File: src/design/cpu_pkg.sv
package cpu_pkg;

   // unlisted codes act as mov
   typedef enum logic [4:0] {
      op_add = 5'd0,
      op_adc = 5'd1,
      op_sub = 5'd2,
      op_sbb = 5'd3,
      op_inc = 5'd4,
      op_dec = 5'd5,
      op_and = 5'd6,
      op_or  = 5'd7,
      op_xor = 5'd8,
      op_shl = 5'd9,
      op_shr = 5'd10,
      op_rol = 5'd11,
      op_ror = 5'd12,
      op_mul = 5'd13,
      op_mov = 5'd14,
      op_cmp = 5'd15,
      op_sha = 5'd16,
      op_stc = 5'd17,
      op_clc = 5'd18,
      op_muh = 5'd19
   } opcode_t;

   typedef logic [2:0] reg_idx_t;

   // immediates are zero-extended to the data width
   localparam int imm_w = 8;

   // second source as a register index
   typedef struct packed {
      reg_idx_t   rb;
      logic [7:0] rsvd;
   } reg_form_t;

   // second source as an immediate
   typedef struct packed {
      logic [imm_w-1:0] imm;
      logic [2:0]       rsvd;
   } imm_form_t;

   // use_imm picks the form of these 11 bits
   typedef union packed {
      reg_form_t reg_form;
      imm_form_t imm_form;
   } operand_u;

   typedef struct packed {
      opcode_t  op;
      logic     use_imm;
      reg_idx_t rd;
      reg_idx_t ra;
      operand_u operand;
   } instr_t;

   typedef struct packed {
      logic c;
      logic v;
      logic z;
      logic s;
   } flags_t;

   // write data travels beside this control
   typedef struct packed {
      logic     valid;
      reg_idx_t rd;
      logic     rsvd;
   } wb_ctl_t;

endpackage

File: src/design/alu.sv
module alu #(
   parameter int data_width = 8
) (
   input  cpu_pkg::opcode_t        op,
   input  logic [data_width-1:0]   a,
   input  logic [data_width-1:0]   b,
   input  cpu_pkg::flags_t         flags_in,
   output logic [data_width-1:0]   result,
   output cpu_pkg::flags_t         flags_out
);
   import cpu_pkg::*;

   logic                    carry_in;
   logic [data_width-1:0]   add_b;
   logic [data_width-1:0]   sum;
   logic                    carry_out;
   logic                    overflow;
   logic [2*data_width-1:0] product;

   // adder second operand and carry-in
   always_comb begin
      add_b    = b;
      carry_in = 1'b0;
      case (op)
         op_adc: begin
            carry_in = flags_in.c;
         end
         op_sub, op_cmp: begin
            add_b    = ~b;
            carry_in = 1'b1;
         end
         op_sbb: begin
            add_b    = ~b;
            carry_in = flags_in.c;
         end
         op_inc: begin
            add_b    = '0;
            carry_in = 1'b1;
         end
         op_dec: begin
            add_b    = '1;
            carry_in = 1'b0;
         end
         default: begin
            add_b    = b;
            carry_in = 1'b0;
         end
      endcase
   end

   assign {carry_out, sum} = {1'b0, a} + {1'b0, add_b} + (data_width + 1)'(carry_in);

   // signed overflow of the adder
   assign overflow = (a[data_width-1] == add_b[data_width-1]) &&
                     (sum[data_width-1] != a[data_width-1]);

   assign product = (2 * data_width)'(a) * (2 * data_width)'(b);

   always_comb begin
      result    = b;
      flags_out = flags_in;
      case (op)
         op_add, op_adc, op_sub, op_sbb, op_inc, op_dec, op_cmp: begin
            result      = sum;
            flags_out.c = carry_out;
            flags_out.v = overflow;
            flags_out.s = sum[data_width-1];
         end
         op_and: result = a & b;
         op_or:  result = a | b;
         op_xor: result = a ^ b;
         op_shl: begin
            result      = {a[data_width-2:0], 1'b0};
            flags_out.c = a[data_width-1];
         end
         op_shr: begin
            result      = {1'b0, a[data_width-1:1]};
            flags_out.c = a[0];
         end
         op_sha: begin
            result      = {a[data_width-1], a[data_width-1:1]};
            flags_out.c = a[0];
         end
         // rotates go through the carry
         op_rol: begin
            result      = {a[data_width-2:0], flags_in.c};
            flags_out.c = a[data_width-1];
         end
         op_ror: begin
            result      = {flags_in.c, a[data_width-1:1]};
            flags_out.c = a[0];
         end
         op_mul: begin
            result      = product[data_width-1:0];
            flags_out.s = product[data_width-1];
         end
         op_muh: begin
            result      = product[2*data_width-1:data_width];
            flags_out.s = product[2*data_width-1];
         end
         op_stc: flags_out.c = 1'b1;
         op_clc: flags_out.c = 1'b0;
         default: result = b;
      endcase

      // zero follows the result except for the carry ops
      if (!(op inside {op_stc, op_clc})) begin
         flags_out.z = ~|result;
      end
   end

endmodule

File: src/design/cpu_core.sv
module cpu_core #(
   parameter int data_width = 8
) (
   input  logic                  clk,
   input  logic                  reset,
   input  logic                  in_valid,
   input  cpu_pkg::instr_t       in_instr,
   output logic                  out_valid,
   output cpu_pkg::reg_idx_t     out_rd,
   output logic [data_width-1:0] out_data,
   output logic                  out_write,
   output cpu_pkg::flags_t       out_flags
);
   import cpu_pkg::*;

   reg_idx_t              rd_a_idx;
   reg_idx_t              rd_b_idx;
   logic [data_width-1:0] rd_a_data;
   logic [data_width-1:0] rd_b_data;
   wb_ctl_t               wb_ctl;
   logic [data_width-1:0] wb_data;

   // issue bundle
   logic                  iss_valid;
   opcode_t               iss_op;
   reg_idx_t              iss_rd;
   logic [data_width-1:0] iss_a;
   logic [data_width-1:0] iss_b;

   operand_fetch #(
      .data_width(data_width)
   ) i_fetch (
      .clk       (clk),
      .reset     (reset),
      .in_valid  (in_valid),
      .in_instr  (in_instr),
      .rd_a_idx  (rd_a_idx),
      .rd_b_idx  (rd_b_idx),
      .rd_a_data (rd_a_data),
      .rd_b_data (rd_b_data),
      .wb_ctl    (wb_ctl),
      .wb_data   (wb_data),
      .iss_valid (iss_valid),
      .iss_op    (iss_op),
      .iss_rd    (iss_rd),
      .iss_a     (iss_a),
      .iss_b     (iss_b)
   );

   reg_file #(
      .data_width(data_width)
   ) i_regs (
      .clk       (clk),
      .reset     (reset),
      .rd_a_idx  (rd_a_idx),
      .rd_b_idx  (rd_b_idx),
      .rd_a_data (rd_a_data),
      .rd_b_data (rd_b_data),
      .wb_ctl    (wb_ctl),
      .wb_data   (wb_data)
   );

   execute_stage #(
      .data_width(data_width)
   ) i_exec (
      .clk       (clk),
      .reset     (reset),
      .iss_valid (iss_valid),
      .iss_op    (iss_op),
      .iss_rd    (iss_rd),
      .iss_a     (iss_a),
      .iss_b     (iss_b),
      .wb_ctl    (wb_ctl),
      .wb_data   (wb_data),
      .out_valid (out_valid),
      .out_rd    (out_rd),
      .out_data  (out_data),
      .out_write (out_write),
      .out_flags (out_flags)
   );

endmodule

File: src/design/execute_stage.sv
module execute_stage #(
   parameter int data_width = 8
) (
   input  logic                  clk,
   input  logic                  reset,
   input  logic                  iss_valid,
   input  cpu_pkg::opcode_t      iss_op,
   input  cpu_pkg::reg_idx_t     iss_rd,
   input  logic [data_width-1:0] iss_a,
   input  logic [data_width-1:0] iss_b,
   output cpu_pkg::wb_ctl_t      wb_ctl,
   output logic [data_width-1:0] wb_data,
   output logic                  out_valid,
   output cpu_pkg::reg_idx_t     out_rd,
   output logic [data_width-1:0] out_data,
   output logic                  out_write,
   output cpu_pkg::flags_t       out_flags
);
   import cpu_pkg::*;

   logic [data_width-1:0] alu_result;
   flags_t                alu_flags;
   flags_t                flags_q;
   logic                  write_en;
   logic [data_width-1:0] result_q;

   alu #(
      .data_width(data_width)
   ) i_alu (
      .op        (iss_op),
      .a         (iss_a),
      .b         (iss_b),
      .flags_in  (flags_q),
      .result    (alu_result),
      .flags_out (alu_flags)
   );

   // compare and carry ops only touch the flags
   assign write_en = !(iss_op inside {op_cmp, op_stc, op_clc});

   always_ff @(posedge clk) begin
      if (reset) begin
         out_valid <= 1'b0;
         wb_ctl    <= '0;
         flags_q   <= '0;
      end else begin
         out_valid    <= iss_valid;
         wb_ctl.valid <= iss_valid && write_en;
         wb_ctl.rd    <= iss_rd;
         wb_ctl.rsvd  <= 1'b0;
         if (iss_valid) begin
            flags_q <= alu_flags;
         end
      end
   end

   always_ff @(posedge clk) begin
      result_q  <= alu_result;
      out_write <= write_en;
   end

   assign wb_data   = result_q;
   assign out_data  = result_q;
   assign out_rd    = wb_ctl.rd;
   assign out_flags = flags_q;

endmodule

File: src/design/operand_fetch.sv
module operand_fetch #(
   parameter int data_width = 8
) (
   input  logic                  clk,
   input  logic                  reset,
   input  logic                  in_valid,
   input  cpu_pkg::instr_t       in_instr,
   output cpu_pkg::reg_idx_t     rd_a_idx,
   output cpu_pkg::reg_idx_t     rd_b_idx,
   input  logic [data_width-1:0] rd_a_data,
   input  logic [data_width-1:0] rd_b_data,
   input  cpu_pkg::wb_ctl_t      wb_ctl,
   input  logic [data_width-1:0] wb_data,
   output logic                  iss_valid,
   output cpu_pkg::opcode_t      iss_op,
   output cpu_pkg::reg_idx_t     iss_rd,
   output logic [data_width-1:0] iss_a,
   output logic [data_width-1:0] iss_b
);
   import cpu_pkg::*;

   logic                  b_is_reg;
   logic [data_width-1:0] src_a;
   logic [data_width-1:0] src_b;

   // issue stage payload
   logic [data_width-1:0] a_q;
   logic [data_width-1:0] b_q;
   reg_idx_t              ra_q;
   reg_idx_t              rb_q;
   logic                  b_reg_q;

   assign rd_a_idx = in_instr.ra;
   assign rd_b_idx = in_instr.operand.reg_form.rb;
   assign b_is_reg = !in_instr.use_imm;

   // write-back two ahead is not in the register file yet
   always_comb begin
      src_a = rd_a_data;
      if (wb_ctl.valid && wb_ctl.rd == rd_a_idx) begin
         src_a = wb_data;
      end
      if (b_is_reg) begin
         src_b = rd_b_data;
         if (wb_ctl.valid && wb_ctl.rd == rd_b_idx) begin
            src_b = wb_data;
         end
      end else begin
         src_b = data_width'(in_instr.operand.imm_form.imm);
      end
   end

   always_ff @(posedge clk) begin
      if (reset) begin
         iss_valid <= 1'b0;
      end else begin
         iss_valid <= in_valid;
      end
   end

   always_ff @(posedge clk) begin
      iss_op  <= in_instr.op;
      iss_rd  <= in_instr.rd;
      a_q     <= src_a;
      b_q     <= src_b;
      ra_q    <= rd_a_idx;
      rb_q    <= rd_b_idx;
      b_reg_q <= b_is_reg;
   end

   // producer directly ahead writes back while this one sits in issue
   assign iss_a = (wb_ctl.valid && wb_ctl.rd == ra_q) ? wb_data : a_q;
   assign iss_b = (b_reg_q && wb_ctl.valid && wb_ctl.rd == rb_q) ? wb_data : b_q;

endmodule

File: src/design/reg_file.sv
module reg_file #(
   parameter int data_width = 8
) (
   input  logic                  clk,
   input  logic                  reset,
   input  cpu_pkg::reg_idx_t     rd_a_idx,
   input  cpu_pkg::reg_idx_t     rd_b_idx,
   output logic [data_width-1:0] rd_a_data,
   output logic [data_width-1:0] rd_b_data,
   input  cpu_pkg::wb_ctl_t      wb_ctl,
   input  logic [data_width-1:0] wb_data
);
   import cpu_pkg::*;

   localparam int num_regs = 2 ** $bits(reg_idx_t);

   logic [data_width-1:0] regs [num_regs];

   // reads see a write in the cycle after its edge
   always_ff @(posedge clk) begin
      if (reset) begin
         for (int i = 0; i < num_regs; i++) begin
            regs[i] <= '0;
         end
      end else if (wb_ctl.valid) begin
         regs[wb_ctl.rd] <= wb_data;
      end
   end

   assign rd_a_data = regs[rd_a_idx];
   assign rd_b_data = regs[rd_b_idx];

endmodule

File: config.mk
export PLATFORM = sky130hd
export DESIGN_NAME = cpu_core
export DESIGN_NICKNAME = d
export VERILOG_FILES = /design/src/design/cpu_pkg.sv /design/src/design/alu.sv /design/src/design/cpu_core.sv /design/src/design/execute_stage.sv /design/src/design/operand_fetch.sv /design/src/design/reg_file.sv
export SDC_FILE = /design/constraint.sdc
export NUM_CORES = 1
export LEC_CHECK = 0
export BUFFER_PORTS_ARGS = -buffer_cell sky130_fd_sc_hd__buf_2
export CAP_MARGIN = 25
export CORE_ASPECT_RATIO = 0.6
export CORE_MARGIN = 4
export CORE_UTILIZATION = 45
export CTS_BUF_LIST = sky130_fd_sc_hd__clkbuf_2
export DETAILED_ROUTE_END_ITERATION = 8
export PLACE_DENSITY_LB_ADDON = 0.1
export SETUP_SLACK_MARGIN = 0.15
export SYNTH_ARGS = -nofsm -noshare
export SYNTH_HDL_FRONTEND = slang
export SYNTH_SLANG_ARGS = --single-unit
export TNS_END_PERCENT = 10
File: constraint.sdc
create_clock -name clk -period 6.9 [get_ports clk]
set_input_delay 1.38 -clock clk [delete_from_list [all_inputs] [get_ports clk]]
set_output_delay 1.38 -clock clk [all_outputs]
set_load 0.02 [all_outputs]
Yosys cells after proc, flatten, opt, wreduce, memory -nomap -nowiden
Memory sizes are Yosys's and may differ from the RTL's.
Index checks and enable logic that the tools add are counted.
- register bits: 50
- RAM bits: 64
- input bits: 26
- output and inout bits: 17
- logic and storage cells: 95
- memories kept: 1
- memory list (memory ; depth ; width ; rd ports ; clocked after memory_dff ; wr ports ; RTL line ; source):
    i_regs.regs ; 8 ; 8 ; 2 ; 0 ; 8 ; reg_file.sv:17 ; logic [data_width-1:0] regs [num_regs];
- add/sub/neg operators: 2
- multiply operators: 1
- equality and inequality tests: 24
- multiplexer cells: 18
- bitwise operators: 5
- reduce and logical (&&, ||, !) cells: 27
- operators with widths (cell ; count):
    one-hot mux 8 bit (11 select lines) ; 1
    2-to-1 mux 8 bit ; 6
    == test 5 x 4 -> 1 bit, second input constant ; 7
    one-hot mux 8 bit (3 select lines) ; 1
    == test 5 x 3 -> 1 bit, second input constant ; 4
    == test 5 bit, second input constant ; 4
    multiplier 8 x 8 -> 16 bit ; 1
    OR reduction 8 bit ; 2
    == test 3 bit ; 4
    == test 5 x 2 -> 1 bit, second input constant ; 2
    adder 8 x 8 -> 9 bit ; 1
    adder 9 x 1 -> 9 bit ; 1
    OR reduction 3 bit ; 3
    bitwise AND 8 bit ; 1
    NOT 8 bit ; 1
    OR 8 bit ; 1
    AND reduction 2 bit ; 4
    bitwise XOR 8 bit ; 1
    logical AND 1 bit ; 7
    OR reduction 7 bit ; 1
    2-to-1 mux 1 bit ; 6
    nonzero test 3 bit ; 2
    == test 5 x 1 -> 1 bit, second input constant ; 1
    logical NOT 5 bit ; 1
    other kinds (11) ; 14

Longest topological paths before layout
- depth in word-level cells: 10
- mapped depth: 24
- gate-level depth less buffers: 22

Cells and area by module
A second synthesis with hierarchy kept.
- cell total of the unflattened synthesis: 876
- area, all modules: 9136.3 µm²
- by module, submodules not included (module ; instances ; cells each ; area an instance (µm²) ; sequential area each (µm²)):
    alu ; 1 ; 485 ; 3597.2 ; 0.0
    reg_file ; 1 ; 222 ; 3544.6 ; 1921.8
    operand_fetch ; 1 ; 118 ; 1396.3 ; 640.6
    execute_stage ; 1 ; 51 ; 598.1 ; 360.3

Worst setup path before layout
Ideal clock, no wire load.
- path type: register to register
- from: register, netlist name i_exec.out_rd[2]
- to: register i_exec.flags_q (netlist bit i_exec.out_flags[1])
- setup time: 0.084 ns
- arrival: 5.792 ns
- required time: 6.816 ns
- path slack: 1.024 ns
- stages on the path, launching flop included: 24
- buffers on the path: 3
- period minus slack after synthesis: 5.876 ns
- cells stage by stage: dfxtp_1 buf_6 xor2_1 nor4_1 buf_4 mux2i_1 clkbuf_1 inv_1 ha_1 fa_1 fa_1 fa_1 inv_1 fa_1 inv_1 ha_1 a2111oi_0 o21ai_0 nand2_1 mux2i_1 a32oi_1 nor4b_2 nand4bb_1 o31ai_2
- longest elaborated chain between the ends: 10
- elaborated cells between the ends (all ways): 17
- those cells by class: add/sub: 2; mul: 1; eq/ne: 2; mux: 4; bitwise: 4; reduce/logical: 4
- RTL lines (what ; RTL line ; source):
    == test 3 bit ; operand_fetch.sv:73 ; assign iss_b = (b_reg_q && wb_ctl.valid && wb_ctl.rd == rb_q) ? wb_data : b_q;
    logical AND 1 bit ; operand_fetch.sv:73 ;
    2-to-1 mux 8 bit ; operand_fetch.sv:73 ;
    NOT 8 bit ; alu.sv:29, alu.sv:33 ;
    one-hot mux 8 bit (3 select lines) ; alu.sv:24 ; case (op)
    adder 8 x 8 -> 9 bit ; alu.sv:51 ; assign {carry_out, sum} = {1'b0, a} + {1'b0, add_b} + (data_width + 1)'(carry_in);
    adder 9 x 1 -> 9 bit ; alu.sv:51 ;
    one-hot mux 8 bit (11 select lines) * ; alu.sv:62 ; case (op)
    named net i_exec.alu_result[3] ; execute_stage.sv:21 ; logic [data_width-1:0] alu_result;
    OR reduction 8 bit * ; alu.sv:108 ; flags_out.z = ~|result;
    logical NOT 1 bit * ; alu.sv:108 ;
    end signal, assigned ; execute_stage.sv:52 ; flags_q <= alu_flags;
    end, declared ; execute_stage.sv:23 ; flags_t flags_q;
The timed path passes the listed nets; every way through them passes the cells marked *.
A chain may end at the register's enable or synchronous reset.

Worst setup path in the final report
- from: register, netlist name i_exec.out_rd[2]
- to: register i_exec.flags_q (netlist bit i_exec.out_flags[1])
- longest elaborated chain between the ends: 10
- elaborated cells between the ends (all ways): 17
- those cells by class: add/sub: 2; mul: 1; eq/ne: 2; mux: 4; bitwise: 4; reduce/logical: 4
- RTL lines (what ; RTL line):
    == test 3 bit ; operand_fetch.sv:73
    logical AND 1 bit ; operand_fetch.sv:73
    2-to-1 mux 8 bit ; operand_fetch.sv:73
    NOT 8 bit ; alu.sv:29, alu.sv:33
    one-hot mux 8 bit (3 select lines) ; alu.sv:24
    adder 8 x 8 -> 9 bit ; alu.sv:51
    adder 9 x 1 -> 9 bit ; alu.sv:51
    one-hot mux 8 bit (11 select lines) * ; alu.sv:62
    named net i_exec.alu_result[3] ; execute_stage.sv:21
    OR reduction 8 bit * ; alu.sv:108
    logical NOT 1 bit * ; alu.sv:108
Marked as above.

==> metrics.md <==
| Metric | Value |
|---|---|
| Status | `complete, no violations` |
| Die ar. | `22,200 um2` |
| Crit path to | `i_exec.out_flags[1]` |
| Final Critical Period | `~6.4 ns` |
| Worst Reg-to-Reg Cells | `22` |
| Post-synthesis average cell area | `9.91 um2` |
| CTS tree | `yes` |
| Clock Latency Late Sink | `0.68 ns` |
| Worst R2R Setup Slack | `0.50 ns` |
| Nets | `approximately 1,100` |
| Pleak | `roughly 4.1 nW` |
| Post-Route Skew | `approximately 0.038 ns` |
| Die H | `~120 um` |
| Sequential share of the synthesized area | `32.8%` |
| Post-DP Area | `9400 um2` |
| CP Launch Point | `i_exec.out_rd[2]` |
| Via density | `5.94` |
| Critical Path RT | `7.49 ns` |
| Initial Util | `46.3%` |
| Syn Nets | `a little over 1,000` |
| Starting DRT DRC Count | `963` |
| First-pass GRT wire length | `42,100 um` |
| Cell row count | `39` |
| Flops & latches, synth | `114` |
| Nature of the critical path endpoint | `flop` |
| Mapped cell area | `8910 um2` |
| # clock sinks | `114` |
| Hold Crit Class | `flop to flop` |
| Post-route ant nets | `0` |
| Synth top area cells | `edfxtp_1 22%, dfxtp_1 11%, fa_1 8.5%, ha_1 8.3%, mux4_2 8.1%` |
| WS Path Type | `flop to flop` |
| Post-synth cell types | `between 70 and 80` |
| Synth-to-Final Area Change | `8.26%` |
| Yosys warns | `0` |
| Share of layout cells above drive strength 1 | `18.1%` |
| Aggregate global-route resource usage | `25.4%` |
| Slew margin rel. | `33.6%` |
| Unrepaired setup endpoints after global routing | `no` |
| Post-synth ARST share | `0%` |
| Max Fclk | `0.156 GHz` |
| Core Area | `19,200 um2` |
| CTS Buf Count | `17` |
| Leading cell types by count after synthesis | `80 x nor2_1, 78 x nand2_1, 67 x inv_1` |
| Wirelength per Cell | `22.6 um` |
| Max Slew Vio Count | `0` |
| Total gr overflow | `0` |
| Setup Viol. Count Final | `0` |
| Largest net degree at the start of global routing | `34` |
| Crit path cell chain | `xor2_1 > nor4_2 > buf_4 > mux2i_1 > buf_4 > inv_1 > ha_1 > fa_1 > fa_1 > fa_1 > inv_1 > fa_1 > inv_1 > ha_1 > a2111oi_2 > o21ai_0 > nand2_1 > mux2i_1 > a32oi_1 > nor4b_2 > nand4bb_1 > o31ai_2` |
| Reg area | `roughly 2900 um2` |
| Longest Clk Path Bufs | `2` |
| Max Cap Viol | `0` |
| Critical path launch point type | `flop` |
| Initial DRT Pass Iterations | `5` |
| Worst Path Max Fanout | `12` |
| P per Cell Area | `225 nW/um2` |
| Most used DFF post-synth | `edfxtp_1` |
| Clock root buffer | `clkbuf_2` |
| Final Cycle Share | `92.7%` |
| Initial antenna violation count | `1` |
| Final instance area | `roughly 9600 um2` |
| Total number of vias | `between 7,000 and 8,000` |
| Worst-margin pin slew | `between 0.9 and 1 ns` |
| Final setup TNS | `0 ns` |
| Final HPWL DP | `21,100 um` |
| Most common cell in the synthesized netlist | `nor2_1` |
| Final hold viol count | `0` |
| FF-to-FF Start | `i_exec.out_rd[2]` |
| Cell mode on critical path | `fa_1` |
| Peak VDD IR | `99.8 uV` |
| Critical Path AT | `~7 ns` |
| # IOs | `43` |
| Fillers | `1,809` |
| Crit-path max cell delay | `0.54 ns` |
| Vias in the first global route | `~7,000` |
| Post-Synthesis Cells | `899` |
| WL final | `27,300 um` |
| RD Place Congestion | `between 1 and 1.5` |
| Multi-input gate area | `5460 um2` |
| Final WS setup | `about 0.50 ns` |
| Post-synth top area cell | `edfxtp_1` |
| Antenna diodes | `0` |
| H-tree lvl count | `4` |
| Post-synth top area share | `21.6%` |
| Reg2Reg Capture Point | `i_exec.out_flags[1]` |
| # DRC | `0` |
| Crit path max-delay cell type | `fa_1` |
| Number of flops mapped to enable cells by yosys | `64` |
| I/O Buffers | `39` |
| Place WS | `~0.26 ns` |
| Die width | `190 um` |
| Clock transition at path regs | `0.18 ns` |
## cell usage in the layout (no fill, tap or decap), types with 6 or more instances in the layout
master and n:
mux2_2 9, clkbuf_2 20, dfxtp_1 48, mux2i_1 17
mux4_2 32, buf_4 28, nand2_1 78, o21ai_0 38
nor2_1 80, nor3_1 16, nand3_1 16, and2_1 64
a21oi_1 41, a211oi_1 11, nor2b_1 16, a221oi_1 9
buf_2 39, xnor2_1 16, xor2_1 8, a22oi_1 6
inv_1 67, edfxtp_1 64, fa_1 38, ha_1 59
or2_2 10, nand4_1 6
## power by group
part	total, W	switching, W	internal [W]
registers	0.000805	0.0000470	0.000758
clock network	0.000456	0.000254	0.000202
logic	0.000905	0.000566	0.000339
## registers in the layout, indices dropped and copies added (netlist names)
register and count:
i_exec.out_rd 3, i_fetch.iss_valid 1, i_fetch.ra_q 3, i_fetch.b_q 8, i_fetch.a_q 8, i_exec.out_flags 4, i_exec.out_valid 1, i_regs.regs 64
i_exec.wb_ctl 1, i_exec.out_write 1, i_fetch.iss_rd 3, i_fetch.rb_q 3, i_fetch.iss_op 5, i_fetch.b_reg_q 1, i_exec.out_data 8
## what timing repair did
item                                    4_1_cts  5_1_grt
resized for setup                             0        4
hold buffers                                  0        0
endpoints found under the setup margin        0        4
buffers inserted                              0        0
## critical path: cells and delay by family, from the launching register on
family,cells,cell delay [ns]
flip-flops,1,0.41
AND/OR/NAND/NOR,4,1.01
AO/OA/AOI/OAI,4,1.04
XOR/XNOR,1,0.18
buffers and inverters,5,0.70
multiplexers,2,0.49
adder cells (fa/ha/maj),6,2.46
## metal layers
layer	GRT usage (%)	up-vias	wire, um
met5	0	-	0
li1	-	3237	-
met4	4.48	0	230
met3	10.8	23	3810
met2	33.2	424	10500
met1	39.1	3493	12700
## cells by family (layout without fill, tap and decap cells)
family | Yosys count | in the layout | synth area share [%]
DFF | 114 | 114 | 32.8
AOI/OAI and AO/OA | 154 | 154 | 11.4
muxes | 63 | 63 | 12.1
adders and majority gates | 97 | 97 | 16.8
xor gates and xnor gates | 27 | 27 | 2.91
buffers and inverters | 129 | 173 | 6.08
and+or+nand+nor | 315 | 315 | 17.9
## through the flow
step	power (W)	instances	hold WS (ns)	utilization, %
final	0.00217	1209	0.452	50.2
after global routing	0.00231	1209	0.470	50.2
after global placement	0.00167	1177	0.418	48.9
after floorplan	0.00140	899	0.414	-
after CTS	0.00215	1209	0.460	50.1
after detailed placement	0.00169	1177	0.425	48.9
## how the worst min path moves through the flow
stage | startpoint | end | slack, ns | depth (start not counted)
4_1_cts | i_fetch.iss_rd[1] | i_exec.out_rd[1] | 0.46 | 1
6_report | i_fetch.iss_rd[1] | i_exec.out_rd[1] | 0.45 | 1
5_1_grt | i_fetch.iss_rd[2] | i_exec.out_rd[2] | 0.47 | 1
3_3_place_gp | i_fetch.iss_rd[0] | i_exec.out_rd[0] | 0.42 | 1
2_1_floorplan | i_fetch.iss_rd[0] | i_exec.out_rd[0] | 0.41 | 1
3_5_place_dp | i_fetch.iss_rd[1] | i_exec.out_rd[1] | 0.43 | 1
## layout make-up
class / count / share of cell area [%]
Tap cell: 266 / 3.45
Inverter: 74 / 2.93
Timing Repair Buffer: 67 / 4.20
Multi-Input combinational cell: 656 / 56.6
Clock inverter: 12 / 1.47
Sequential cell: 114 / 30.3
Clock buffer: 20 / 1.04
Power figures use the tool's default switching activity.
